`src/rtl/move_gen_pkg.sv`:
```
`default_nettype none

package move_gen_pkg;

	// 64 nibbles, square i at bits 4i+3 .. 4i
	typedef logic [255:0] board_t;

	// color bit is 1 for black
	typedef struct packed {
		logic color;
		logic [2:0] kind;
	} piece_t;

	// a1 is 0, b1 is 1, a2 is 8
	typedef struct packed {
		logic [2:0] row;
		logic [2:0] col;
	} square_t;

	// flags from the top down:
	// invalid, promote, pawn move, pawn two-square, en passant, castle, capture
	typedef struct packed {
		logic [6:0] flags;
		square_t from;
		square_t to;
	} move_t;

	localparam logic [2:0] KIND_EMPTY = 3'd0;
	localparam logic [2:0] KIND_PAWN = 3'd1;
	localparam logic [2:0] KIND_KNIGHT = 3'd2;
	localparam logic [2:0] KIND_BISHOP = 3'd3;
	localparam logic [2:0] KIND_ROOK = 3'd4;
	localparam logic [2:0] KIND_QUEEN = 3'd5;
	localparam logic [2:0] KIND_KING = 3'd6;

	// only flag this design ever sets
	localparam int FLAG_CAPTURE = 0;

endpackage

`default_nettype wire

```
`src/rtl/move_fifo.sv`:
```
`timescale 1ns/1ps
`default_nettype none

module move_fifo #(
	parameter int DEPTH = 8
) (
	input logic clk,
	input logic reset,
	input logic clear,
	input logic push,
	input move_gen_pkg::move_t din,
	input logic pop,
	output move_gen_pkg::move_t dout,
	output logic empty,
	output logic full
);
	import move_gen_pkg::*;

	localparam int AW = $clog2(DEPTH);
	localparam int CW = $clog2(DEPTH + 1);

	move_t mem [DEPTH];
	logic [AW-1:0] rd_ptr;
	logic [AW-1:0] wr_ptr;
	logic [CW-1:0] count;
	logic do_push;
	logic do_pop;

	assign empty = count == '0;
	assign full = count == CW'(DEPTH);
	assign do_push = push && !full;
	assign do_pop = pop && !empty;

	// head falls through
	assign dout = mem[rd_ptr];

	always_ff @(posedge clk) begin
		if (do_push)
			mem[wr_ptr] <= din;
	end

	always_ff @(posedge clk) begin
		if (reset || clear) begin
			rd_ptr <= '0;
			wr_ptr <= '0;
			count <= '0;
		end else begin
			if (do_push)
				wr_ptr <= (wr_ptr == AW'(DEPTH - 1)) ? '0 : wr_ptr + 1'b1;
			if (do_pop)
				rd_ptr <= (rd_ptr == AW'(DEPTH - 1)) ? '0 : rd_ptr + 1'b1;
			if (do_push && !do_pop)
				count <= count + 1'b1;
			else if (do_pop && !do_push)
				count <= count - 1'b1;
		end
	end

endmodule

`default_nettype wire

```
`src/rtl/move_gen.sv`:
```
`timescale 1ns/1ps
`default_nettype none

module move_gen #(
	parameter int QUEUE_DEPTH = 8,
	parameter int OUT_DEPTH = 16
) (
	input logic clk,
	input logic reset,
	input logic start,
	input move_gen_pkg::board_t bstate,
	input logic side,
	input logic rden,
	output move_gen_pkg::move_t move_out,
	output logic empty,
	output logic done
);
	import move_gen_pkg::*;

	board_t board_latch;
	logic side_latch;

	move_t ortho_move;
	move_t ortho_head;
	logic ortho_valid;
	logic ortho_full;
	logic ortho_empty;
	logic ortho_finished;
	logic ortho_pop;

	move_t diag_move;
	move_t diag_head;
	logic diag_valid;
	logic diag_full;
	logic diag_empty;
	logic diag_finished;
	logic diag_pop;

	move_t out_move;
	logic out_push;
	logic out_full;

	always_ff @(posedge clk) begin
		if (start) begin
			board_latch <= bstate;
			side_latch <= side;
		end
	end

	ray_scanner #(.DIAGONAL(1'b0)) ortho_scan (
		.clk(clk), .reset(reset), .start(start),
		.board(board_latch), .side(side_latch), .hold(ortho_full),
		.move(ortho_move), .move_valid(ortho_valid), .finished(ortho_finished)
	);

	ray_scanner #(.DIAGONAL(1'b1)) diag_scan (
		.clk(clk), .reset(reset), .start(start),
		.board(board_latch), .side(side_latch), .hold(diag_full),
		.move(diag_move), .move_valid(diag_valid), .finished(diag_finished)
	);

	move_fifo #(.DEPTH(QUEUE_DEPTH)) ortho_queue (
		.clk(clk), .reset(reset), .clear(start),
		.push(ortho_valid), .din(ortho_move), .pop(ortho_pop),
		.dout(ortho_head), .empty(ortho_empty), .full(ortho_full)
	);

	move_fifo #(.DEPTH(QUEUE_DEPTH)) diag_queue (
		.clk(clk), .reset(reset), .clear(start),
		.push(diag_valid), .din(diag_move), .pop(diag_pop),
		.dout(diag_head), .empty(diag_empty), .full(diag_full)
	);

	move_merger merger (
		.clk(clk), .reset(reset), .start(start),
		.ortho_move(ortho_head), .ortho_empty(ortho_empty),
		.ortho_finished(ortho_finished), .ortho_pop(ortho_pop),
		.diag_move(diag_head), .diag_empty(diag_empty),
		.diag_finished(diag_finished), .diag_pop(diag_pop),
		.out_full(out_full), .out_push(out_push), .out_move(out_move),
		.done(done)
	);

	// rden while empty is dropped inside the queue
	move_fifo #(.DEPTH(OUT_DEPTH)) out_queue (
		.clk(clk), .reset(reset), .clear(start),
		.push(out_push), .din(out_move), .pop(rden),
		.dout(move_out), .empty(empty), .full(out_full)
	);

endmodule

`default_nettype wire

```
`src/rtl/move_merger.sv`:
```
`timescale 1ns/1ps
`default_nettype none

module move_merger (
	input logic clk,
	input logic reset,
	input logic start,
	input move_gen_pkg::move_t ortho_move,
	input logic ortho_empty,
	input logic ortho_finished,
	output logic ortho_pop,
	input move_gen_pkg::move_t diag_move,
	input logic diag_empty,
	input logic diag_finished,
	output logic diag_pop,
	input logic out_full,
	output logic out_push,
	output move_gen_pkg::move_t out_move,
	output logic done
);
	import move_gen_pkg::*;

	logic take_ortho;
	logic take_diag;
	logic all_clear;

	// rook-line queue has priority
	assign take_ortho = !out_full && !ortho_empty;
	assign take_diag = !out_full && ortho_empty && !diag_empty;

	assign ortho_pop = take_ortho;
	assign diag_pop = take_diag;
	assign out_push = take_ortho || take_diag;

	always_comb begin
		if (!ortho_empty)
			out_move = ortho_move;
		else
			out_move = diag_move;
	end

	// output queue may still hold moves when this is high
	assign all_clear = ortho_finished && diag_finished && ortho_empty && diag_empty;

	always_ff @(posedge clk) begin
		if (reset || start)
			done <= 1'b0;
		else if (all_clear)
			done <= 1'b1;
	end

endmodule

`default_nettype wire

```
`src/rtl/ray_scanner.sv`:
```
`timescale 1ns/1ps
`default_nettype none

module ray_scanner #(
	parameter bit DIAGONAL = 1'b0
) (
	input logic clk,
	input logic reset,
	input logic start,
	input move_gen_pkg::board_t board,
	input logic side,
	input logic hold,
	output move_gen_pkg::move_t move,
	output logic move_valid,
	output logic finished
);
	import move_gen_pkg::*;

	typedef enum logic [1:0] {
		S_IDLE,
		S_SRC,
		S_RAY,
		S_DONE
	} state_t;

	state_t state;
	square_t src;
	square_t pos;
	logic [1:0] dir;

	piece_t src_piece;
	piece_t tgt_piece;
	square_t tgt;
	logic row_inc;
	logic row_dec;
	logic col_inc;
	logic col_dec;
	logic off_edge;
	logic slider;
	logic hit_empty;
	logic hit_enemy;
	logic ray_end;

	// step direction for the current ray
	always_comb begin
		row_inc = 1'b0;
		row_dec = 1'b0;
		col_inc = 1'b0;
		col_dec = 1'b0;
		if (DIAGONAL) begin
			row_inc = ~dir[1];
			row_dec = dir[1];
			col_inc = ~dir[0];
			col_dec = dir[0];
		end else begin
			case (dir)
				2'd0: row_inc = 1'b1;
				2'd1: row_dec = 1'b1;
				2'd2: col_inc = 1'b1;
				default: col_dec = 1'b1;
			endcase
		end
	end

	assign off_edge = (row_inc && pos.row == 3'd7) || (row_dec && pos.row == 3'd0) ||
		(col_inc && pos.col == 3'd7) || (col_dec && pos.col == 3'd0);

	// wraps past the edge, only used when off_edge is low
	always_comb begin
		tgt.row = pos.row + {2'b00, row_inc} - {2'b00, row_dec};
		tgt.col = pos.col + {2'b00, col_inc} - {2'b00, col_dec};
	end

	assign src_piece = board[{src, 2'b00} +: 4];
	assign tgt_piece = board[{tgt, 2'b00} +: 4];

	assign slider = (src_piece.color == side) && ((src_piece.kind == KIND_QUEEN) ||
		(src_piece.kind == (DIAGONAL ? KIND_BISHOP : KIND_ROOK)));

	assign hit_empty = tgt_piece.kind == KIND_EMPTY;
	assign hit_enemy = !hit_empty && (tgt_piece.color != side);
	assign ray_end = off_edge || !hit_empty;

	assign move_valid = (state == S_RAY) && !hold && !off_edge && (hit_empty || hit_enemy);

	always_comb begin
		move.flags = '0;
		move.flags[FLAG_CAPTURE] = hit_enemy;
		move.from = src;
		move.to = tgt;
	end

	assign finished = state == S_DONE;

	always_ff @(posedge clk) begin
		if (reset) begin
			state <= S_IDLE;
			src <= '0;
			pos <= '0;
			dir <= '0;
		end else if (start) begin
			state <= S_SRC;
			src <= '0;
			pos <= '0;
			dir <= '0;
		end else if (!hold) begin
			case (state)
				S_SRC: begin
					if (slider) begin
						state <= S_RAY;
						pos <= src;
						dir <= 2'd0;
					end else if (src == 6'd63) begin
						state <= S_DONE;
					end else begin
						src <= src + 6'd1;
					end
				end
				S_RAY: begin
					if (!ray_end) begin
						pos <= tgt;
					end else if (dir != 2'd3) begin
						// next direction restarts at the source
						dir <= dir + 2'd1;
						pos <= src;
					end else if (src == 6'd63) begin
						state <= S_DONE;
					end else begin
						state <= S_SRC;
						src <= src + 6'd1;
					end
				end
				default: begin
					state <= state;
				end
			endcase
		end
	end

endmodule

`default_nettype wire

```
`config.mk`:
```
export PLATFORM = sky130hd
export DESIGN_NAME = move_gen
export DESIGN_NICKNAME = d
export VERILOG_FILES = /design/src/rtl/move_gen_pkg.sv /design/src/rtl/move_fifo.sv /design/src/rtl/move_gen.sv /design/src/rtl/move_merger.sv /design/src/rtl/ray_scanner.sv
export SDC_FILE = /design/constraint.sdc
export NUM_CORES = 1
export LEC_CHECK = 0
export ABC_AREA = 1
export BUFFER_PORTS_ARGS = -buffer_cell sky130_fd_sc_hd__clkbuf_2
export CORE_ASPECT_RATIO = 2
export CORE_UTILIZATION = 50
export DETAILED_ROUTE_END_ITERATION = 10
export PLACE_DENSITY = 0.68
export SETUP_SLACK_MARGIN = 0.2
export SYNTH_ARGS = -nofsm -noshare
export SYNTH_HDL_FRONTEND = slang
export SYNTH_HIERARCHICAL = 1
export SYNTH_SLANG_ARGS = --single-unit
```
`constraint.sdc`:
```
create_clock -name clk -period 7.24 [get_ports clk]
set_clock_uncertainty 0.2 [all_clocks]
set_input_delay 0.724 -clock clk [delete_from_list [all_inputs] [get_ports clk]]
set_output_delay 0.724 -clock clk [all_outputs]
set_load 0.01 [all_outputs]
```
==> Flow_metrics.wiki, run 1 <==
{| class="wikitable"
! Metric !! Value
|-
| Result of the run || finished, final reports clean
|-
| Post-CTS setup buffers || 0
|-
| Synthesized instance count || between 5k and 6k
|-
| Post-DR wirelength/cell || approximately 22 um
|-
| Delay of the slowest cell on the worst path || 0.85 ns
|-
| Remaining antenna violation count || 0
|-
| CTS Root Buffer Type || clkbuf_16
|-
| CP arrival || about 5.6 ns
|-
| Total clock sinks || about 940
|-
| Number of flip-flops and latches in the synthesized netlist || between 900 and 1k
|-
| Layout cell share with drive strength beyond 1 || 0.100
|-
| Post-CTS Hold Buffers || ~240
|-
| Filler Cells Inserted || ~8k
|-
| Most used cell along the critical path || nand2_1
|-
| Utilization after layout || 0.574
|-
| Cells traversed along the worst timing path || fa_2 -> buf_4 -> buf_4 -> a21oi_1 -> o21ai_0 -> nand3_1 -> nand3_1 -> a32oi_1 -> nand2_1 -> nand2_1 -> xor2_1 -> a21oi_1 -> nand2_1 -> or2_2 -> nor2_2
|-
| Die outline width || between 200 and 250 um
|-
| Clock transition at path regs || ~0.080 ns
|-
| Post-DP HPWL || around 98000 um
|-
| Peak supply drop || about 240 uV
|-
| Total global routing track utilization || 0.318
|-
| Die Outline Area || 95600 um2
|-
| H-tree depth reported by CTS || 3
|-
| Via count of the first global-routing pass || between 30k and 40k
|-
| Max Clock Freq || roughly 180 MHz
|-
| Max-cap violation count || 0
|-
| IO buf count || roughly 280
|-
| Mean area per synthesized cell || about 8.9 um2
|-
| Pin count of the biggest net entering global routing || approximately 120
|-
| Total via count after detailed routing || roughly 40k
|-
| Slew Viols, Final || 0
|-
| Crit path launch type || flop
|-
| Iter 0 DRT Violations || between 3k and 4k
|-
| Number of iterations in the first detailed-routing pass || 6
|-
| Unique cell type count in the Yosys netlist || 50
|-
| Worst setup path class || flop to flop
|-
| Final hold slack || 0.0503 ns
|-
| Worst slew margin relative to its limit || 0.245
|-
| Aggregate negative setup slack || 0 ns
|-
| Standard cell core area || between 90000 and 100000 um2
|-
| CTS tree || done
|-
| Initial core utilization || 0.503
|-
| Wire length of the first global-routing pass || about 220000 um
|-
| GPL Wtd Cong || between 1 and 1.5
|-
| Synth-to-layout area growth || 14.0%
|-
| Share of synthesized registers carrying an async set or reset || 0
|-
| Cell row count || 159
|-
| Areal power density over the cells || 238 nW/um2
|-
| Setup repair after global routing missed its margin || no
|-
| Area used by multi-input combinational logic || about 16000 um2
|-
| Number of ports placed on the die boundary || between 200 and 300
|-
| Minimum clock period || 5.52 ns
|-
| EDFF count, synth || 865
|-
| Post-route DRC violation count || 0
|-
| Share of the clock period used by the worst path after layout || 0.763
|-
| Hold violation count in the final report || 0
|-
| CP max stage cell || nor2_2
|-
| Worst hold path class || input port to flop
|-
| Die extent in y || ~440 um
|-
| Number of antenna violations at the first check in global routing || 6
|-
| Cells resized by post-CTS repair || 0
|-
| CTS max path bufs || 3
|-
| Routed Wire Length || about 150000 um
|-
| Final setup violation count || 0
|-
| Summed instance area of the synthesized netlist || about 47000 um2
|-
| Biggest fanout along the worst timing path || a little under 70
|-
| Crit path capture type || flop
|-
| Storage element area || 27500 um2
|-
| Worst Path Required || approximately 7.3 ns
|-
| P_leak || about 22 nW
|-
| Grt ovf || 0
|-
| Synth warnings || 6
|-
| Clock buffers created by TritonCTS || slightly below 80
|-
| Detail-routed via count per cell || roughly 5.7
|-
| Fraction of the yosys area taken by sequential cells || 0.583
|-
| Net total in the final layout || between 5k and 6k
|-
| Skew-Pair Late Insertion Delay || around 0.7 ns
|-
| Least-Margin Pin Slew || 1.13 ns
|-
| Top_reg_cell synth || edfxtp_1
|}
[power by group]
part	internal [mW]	switching, mW
logic	0.667	1.42
clock network	2.28	2.02
registers	6.18	0.226
total	9.13	3.67
[cell families (layout without fill, tap and decap cells)]
group	count (synthesis)	in the layout	share of synthesized area
simple gates	2873	2873	0.250
flops	941	941	0.583
buf+inv	769	1190	0.0790
compound gates	624	624	0.0720
fa+ha+maj	46	46	0.0133
xor+xnor	16	16	0.00297
other cells	2	14	0.000159
[synthesized netlist by cell type (48+ instances only)]
library cell,n,area share
nand2_1,1602,0.13
edfxtp_1,865,0.55
buf_6,56,0.013
buf_2,127,0.013
buf_4,50,0.0080
nor2_1,641,0.051
a21oi_1,155,0.016
clkbuf_1,48,0.0038
dfxtp_1,76,0.032
nand3_1,563,0.060
o211ai_1,75,0.012
inv_1,444,0.035
o21ai_0,239,0.025
o21ai_1,131,0.014
[critical path, delay by kind of cell (launching register included)]
| kind | cells | cell delay, ns |
|---|---|---|
| adders and majority gates | 1 | 0.59 |
| DFF | 1 | 0.84 |
| and+or+nand+nor | 7 | 1.82 |
| AOI/OAI and AO/OA | 4 | 0.90 |
| xor gates and xnor gates | 1 | 0.08 |
| buffers and inverters | 2 | 0.63 |
[sequential cells by signal, indices dropped and copies added, names as in the netlist, 4 cells and up, named ones only]
signal             cells
board_latch          256
diag_queue/count       4
diag_queue/mem       152
diag_scan/move         6
diag_scan/pos          6
ortho_queue/count      4
ortho_queue/mem      152
ortho_scan/move        6
ortho_scan/pos         6
out_queue/count        5
out_queue/mem        304
out_queue/rd_ptr       4
out_queue/wr_ptr       4
[final cells by class]
class / count / area share
clock buffer: 91 / 0.0374
timing repair buffer: 579 / 0.0796
clock inverter: 48 / 0.00968
tap: 1207 / 0.0281
multi-input combinational: 3571 / 0.300
sequential: 941 / 0.512
antenna: 2 / 0.0000931
inverter: 472 / 0.0332
[worst paths after layout]
| kind | from | end | slack [ns] | cells after the start |
|---|---|---|---|---|
| worst max-delay path | diag_scan/pos[0]$_SDFFE_PP0P_ | diag_queue/mem[4][0]$_DFFE_PP_ | 1.72 | 15 |
| worst min-delay path | bstate[176] | board_latch[176]$_DFFE_PP_ | 0.05 | 1 |
| worst max register to register | diag_scan/pos[0]$_SDFFE_PP0P_ | diag_queue/mem[4][0]$_DFFE_PP_ | 1.72 | 15 |
| worst min register to register | diag_queue/rd_ptr[2]$_SDFFE_PP0P_ | diag_queue/rd_ptr[2]$_SDFFE_PP0P_ | 0.31 | 2 |
[stage by stage]
| step | instance area, um2 | instances | total power [mW] | setup slack [ns] |
|---|---|---|---|---|
| floorplan | 47200 | 5281 | 7.77 | 2.84 |
| global placement | 48800 | 6529 | 8.40 | 1.96 |
| detailed placement | 48800 | 6529 | 8.43 | 1.85 |
| CTS | 53800 | 6909 | 12.8 | 1.82 |
| global route | 53800 | 6911 | 13.3 | 1.47 |
| finish | 53800 | 6911 | 12.8 | 1.72 |
[placed cells by master, fill, tap and decap left out, drive strengths merged, types with 2 or more instances in the layout]
cell type	synthesis	final
a21oi	155	155
a31oi	6	6
a32oi	4	4
buf	243	58
bufinv	0	7
clkbuf	53	371
clkinv	6	31
clkinvlp	0	5
conb	2	12
dfxtp	76	76
diode	0	2
dlygate4sd3	0	241
edfxtp	865	865
fa	7	7
ha	39	39
inv	466	477
nand2	1617	1617
nand3	573	573
nand3b	3	3
nand4	9	9
nor2	650	650
nor3	11	11
o211ai	80	80
o21a	5	5
o21ai	370	370
or2	9	9
xor2	15	15
[metal layers]
layer	vias up	part of all wire	GRT usage
met3	706	0.080	0.0653
met2	2098	0.50	0.548
met1	18132	0.33	0.325
met4	8	0.098	0.274
li1	18144	-	-
met5	-	0.00032	0
No activity file was read; power rests on OpenSTA's default activity.
==> inputs of run 2 (changes only) <==
- ABC_AREA: 1 -> 0
- clock period: 7.24 -> 5.6 ns (I/O delays scaled with it)
==> run 2 against run 1 <==
  * The run now ends with max-capacitance violations, max-slew violations left
  * Register-to-register slack worse by 1.3 ns
  * Critical path depth is 5 higher
  * Non-clock buffer count is 77 higher
  * Final cell count fell by 38%
  * Maximum frequency increased by 5.8%
  * Global-route usage decreased by 0.77 points
  * Synthesized area shrank 9.7%
  * Routed wire length decreased by 13%
==> Flow_metrics.wiki, run 2 <==
{| class="wikitable"
! Metric !! Value
|-
| Final design instance area without fill || 51100 um2 (-5.0%)
|-
| Worst hold path class || input port to flop
|-
| Clock transition at path regs || 0.06 ns (-0.02 ns)
|-
| Crit path max-delay family || compound AO/OA/AOI/OAI gates
|-
| Detail-routed via count per cell || 6.40 (+13%)
|-
| Synthesized instance count || 2528 (-52%)
|-
| Worst slew margin relative to its limit || -0.00586 (-0.251)
|-
| Fraction of the yosys area taken by sequential cells || 0.646 (+0.0626)
|-
| P_leak || 17.1 nW (-23%)
|-
| Areal power density over the cells || 302 nW/um2 (+27%)
|-
| Die Outline Area || 86400 um2 (-9.6%)
|-
| Remaining antenna violation count || 0 (unchanged)
|-
| Synth cell count leaders || 865 x edfxtp_1, 252 x mux4_2, 165 x nor2_1
|-
| Skew-Pair Late Insertion Delay || 0.70 ns (about the same)
|-
| Die outline width || 208 um (-4.9%)
|-
| Internal Dissipation || 11.8 mW (+29%)
|-
| Synth-to-layout area growth || 19.9%
|-
| Iter 0 DRT Violations || 2746 (-30%)
|-
| IO buf count || 281 (unchanged)
|-
| Minimum clock period || 5.22 ns (-0.303 ns)
|-
| Largest Register || out_queue/mem
|-
| Initial core utilization || 0.504 (+0.000974)
|-
| Clock buffers created by TritonCTS || 80 (+2.6%)
|-
| Mean area per synthesized cell || 16.8 um2 (+88%)
|-
| Filler Cells Inserted || 5942 (-26%)
|-
| EDFF count, synth || 865 (unchanged)
|-
| Share of the clock period used by the worst path after layout || 0.932 (+0.169)
|-
| Met3 layer usage reported by global route || 0.0630 (-0.00226)
|-
| Number of flip-flops and latches in the synthesized netlist || 941 (unchanged)
|-
| Routed Wire Length || 132000 um (-13%)
|-
| Crit path launch type || flop
|-
| Violated checks || max-capacitance violations, max-slew violations
|-
| Most common cell after layout, fill and taps aside || edfxtp_1
|-
| Pin count of the biggest net entering global routing || 131 (+5.6%)
|-
| Cell row count || 151 (-5.0%)
|-
| H-tree depth reported by CTS || 3 (unchanged)
|-
| Final setup violation count || 0 (unchanged)
|-
| Worst Path Buf+Inv || 4 (+2)
|-
| Post-DR wirelength/cell || 31.0 um (+41%)
|-
| Peak supply drop || 340 uV (+42%)
|-
| GPL Wtd Cong || 1.04 (+0.76%)
|-
| Total global routing track utilization || 0.311 (-0.00774)
|-
| Biggest area consumer among synthesized cells || edfxtp_1
|-
| Grt ovf || 0 (unchanged)
|-
| Synth warnings || 6 (unchanged)
|-
| GR met1 Demand/Resource || 0.321 (-0.00437)
|-
| Commonest cells after routing, fill and taps aside || 865 x edfxtp_1, 280 x clkbuf_2, 257 x dlygate4sd3_1
|-
| Flip-flop count of the largest register after layout || 304 (unchanged)
|-
| Aggregate negative setup slack || 0 ns (unchanged)
|-
| Post-DP HPWL || 88500 um (-10%)
|-
| Least-Margin Pin Slew || 1.50 ns (+0.372 ns)
|-
| Max-cap violation count || 1 (+1)
|-
| Result of the run || complete, but fails checks
|-
| Crit path capture type || flop
|-
| Total clock sinks || 941 (unchanged)
|-
| Layout cell share with drive strength beyond 1 || 0.293 (+0.193)
|-
| Die extent in y || 415 um (-4.9%)
|-
| Instance area at placement || 45600 um2 (-6.6%)
|-
| Via count of the first global-routing pass || 28.5k (-25%)
|-
| Final hold slack || 0.0917 ns (+0.0415 ns)
|-
| Wire length of the first global-routing pass || 191000 um (-15%)
|-
| Switching Share || 0.236 (-0.0507)
|-
| Number of instances on the worst hold path || 4 (+3)
|-
| Most crowded layer after global routing || met2
|-
| Hold violation count in the final report || 0 (unchanged)
|-
| Net load switching power || 3.64 mW (-0.67%)
|-
| Cells traversed along the worst timing path || ha_2 -> fa_2 -> clkbuf_4 -> buf_4 -> nor4_1 -> nor2_1 -> mux4_2 -> a211oi_2 -> and3_4 -> nand2_1 -> a211oi_2 -> o41ai_4 -> inv_2 -> ha_1 -> inv_1 -> ha_1 -> nand3_1 -> a211o_1 -> a211oi_1 -> a31o_2
|-
| Summed instance area of the synthesized netlist || 42600 um2 (-9.7%)
|-
| Net total in the final layout || 3432 (-42%)
|-
| Total via count after detailed routing || 27.3k (-30%)
|-
| Number of iterations in the first detailed-routing pass || 6 (unchanged)
|-
| Standard cell core area || 84500 um2 (-9.9%)
|-
| Number of antenna violations at the first check in global routing || 1 (-5)
|-
| Register share of total power || 0.530 (+0.029)
|-
| CP arrival || 5.65 ns (+0.03 ns)
|-
| Count leader, synth || edfxtp_1
|-
| Unique cell type count in the Yosys netlist || 97 (+94%)
|-
| CTS Root Buffer Type || clkbuf_16
|-
| Top_reg_cell synth || edfxtp_1
|-
| Number of ports placed on the die boundary || 282 (unchanged)
|-
| Share of synthesized registers carrying an async set or reset || 0 (unchanged)
|-
| CTS max path bufs || 3 (unchanged)
|-
| Cells taking the most area after synthesis || edfxtp_1 61%, mux4_2 13%, dfxtp_1 3.6%
|-
| Delay of the slowest cell on the worst path || 0.52 ns (-0.33 ns)
|-
| Max Clock Freq || 192 MHz (+5.8%)
|-
| Portion of synthesized cell area occupied by the leading cell type || 0.610 (+0.0591)
|-
| CP max stage cell || mux4_2
|-
| Depth of the critical timing path with buffers and inverters included || 20 (+5)
|-
| Utilization after layout || 0.605 (+0.0309)
|-
| Met2 track demand over resource in global routing || 0.549 (+0.00178)
|-
| Worst setup path class || flop to flop
|-
| Biggest fanout along the worst timing path || 5 (-93%)
|-
| Worst Path Required || 6.03 ns (-1.30 ns)
|-
| Gate power share || 0.095 (-0.068)
|-
| Post-route DRC violation count || 0 (unchanged)
|-
| Biggest registers after layout || out_queue/mem x304, board_latch x256
|-
| Setup repair after global routing missed its margin || yes
|-
| CTS tree || done
|-
| Slew Viols, Final || 6 (+6)
|-
| Share of total power in the clock network || 0.375 (+0.039)
|-
| Depth of the most critical reg-to-reg path || 20 (+5)
|}
==> run 2: worst paths after layout <==
check,from,to,slack [ns]
hold / removal,rden,flop,0.09
setup reg to reg,ortho_scan/dir[0]$_SDFFE_PP0P_,ortho_queue/count[3]$_SDFFE_PP0P_,0.38
hold reg to reg,out_queue/count[3]$_SDFFE_PP0P_,out_queue/count[3]$_SDFFE_PP0P_,0.30
setup / recovery,ortho_scan/dir[0]$_SDFFE_PP0P_,ortho_queue/count[3]$_SDFFE_PP0P_,0.38
==> run 2: through the flow <==
stage               setup slack [ns]  std cells  power (mW)
floorplan                    -0.0862       2538        9.01
finish                         0.379       4263        15.4
detailed placement           -0.0441       3845        9.59
global placement              0.0470       3845        9.55
global route                   0.160       4262        15.9
CTS                            0.180       4250        15.5
==> run 2: worst register-to-register path, cell delays in order (launching register included) <==
cell and delay, ns:
dfxtp_1 0.40, ha_2 0.23, fa_2 0.47, clkbuf_4 0.22, buf_4 0.17, nor4_1 0.29, nor2_1 0.08, mux4_2 0.52
a211oi_2 0.27, and3_4 0.29, nand2_1 0.09, a211oi_2 0.29, o41ai_4 0.14, inv_2 0.11, ha_1 0.18, inv_1 0.10
ha_1 0.35, nand3_1 0.12, a211o_1 0.32, a211oi_1 0.21, a31o_2 0.13
==> run 2: metal layers <==
| layer | share of wire | wire length [um] |
|---|---|---|
| met1 | 0.32 | 42000 |
| met4 | 0.092 | 12200 |
| met5 | 0 | 0 |
| met3 | 0.076 | 10100 |
| met2 | 0.51 | 68100 |
==> run 2: what timing repair did <==
action / 4_1_cts / 5_1_grt
gates cloned: 0 / 0
setup endpoints to repair: 3 / 30
endpoints found under the hold margin: 257 / 0
pin swaps: 0 / 6
setup buffers: 0 / 12
gates resized for setup: 6 / 20
hold buffers: 257 / 0
==> run 2: cell families (layout without fill, tap and decap cells) <==
logic type	Yosys count	count (layout)	share of synthesized area
mux	405	405	0.182
flops	941	941	0.646
buf+inv	211	864	0.0263
other cells	2	13	0.000176
simple gates	574	574	0.0681
compound gates	328	328	0.0581
fa+ha+maj	46	46	0.0147
xor+xnor	21	21	0.00538
==> run 2: layout make-up <==
cell class | instances | area (um2) | share of cell area
clock inverters | 43 | 551 | 0.0108
inverters | 60 | 246 | 0.00483
repair buffers | 656 | 4980 | 0.0975
multi-input cells | 1386 | 14300 | 0.280
well taps | 1071 | 1340 | 0.0262
clock buffers | 105 | 2140 | 0.0419
diodes | 1 | 2.50 | 0.0000490
flip-flops and latches | 941 | 27500 | 0.539
==> run 2: power by group through the flow <==
stage               clock network [mW]  logic (mW)  registers [mW]
floorplan                            0       0.863            8.15
global placement                     0        1.22            8.33
detailed placement                   0        1.26            8.33
CTS                               5.87        1.41            8.18
global route                      6.14        1.55            8.20
finish                            5.79        1.46            8.19
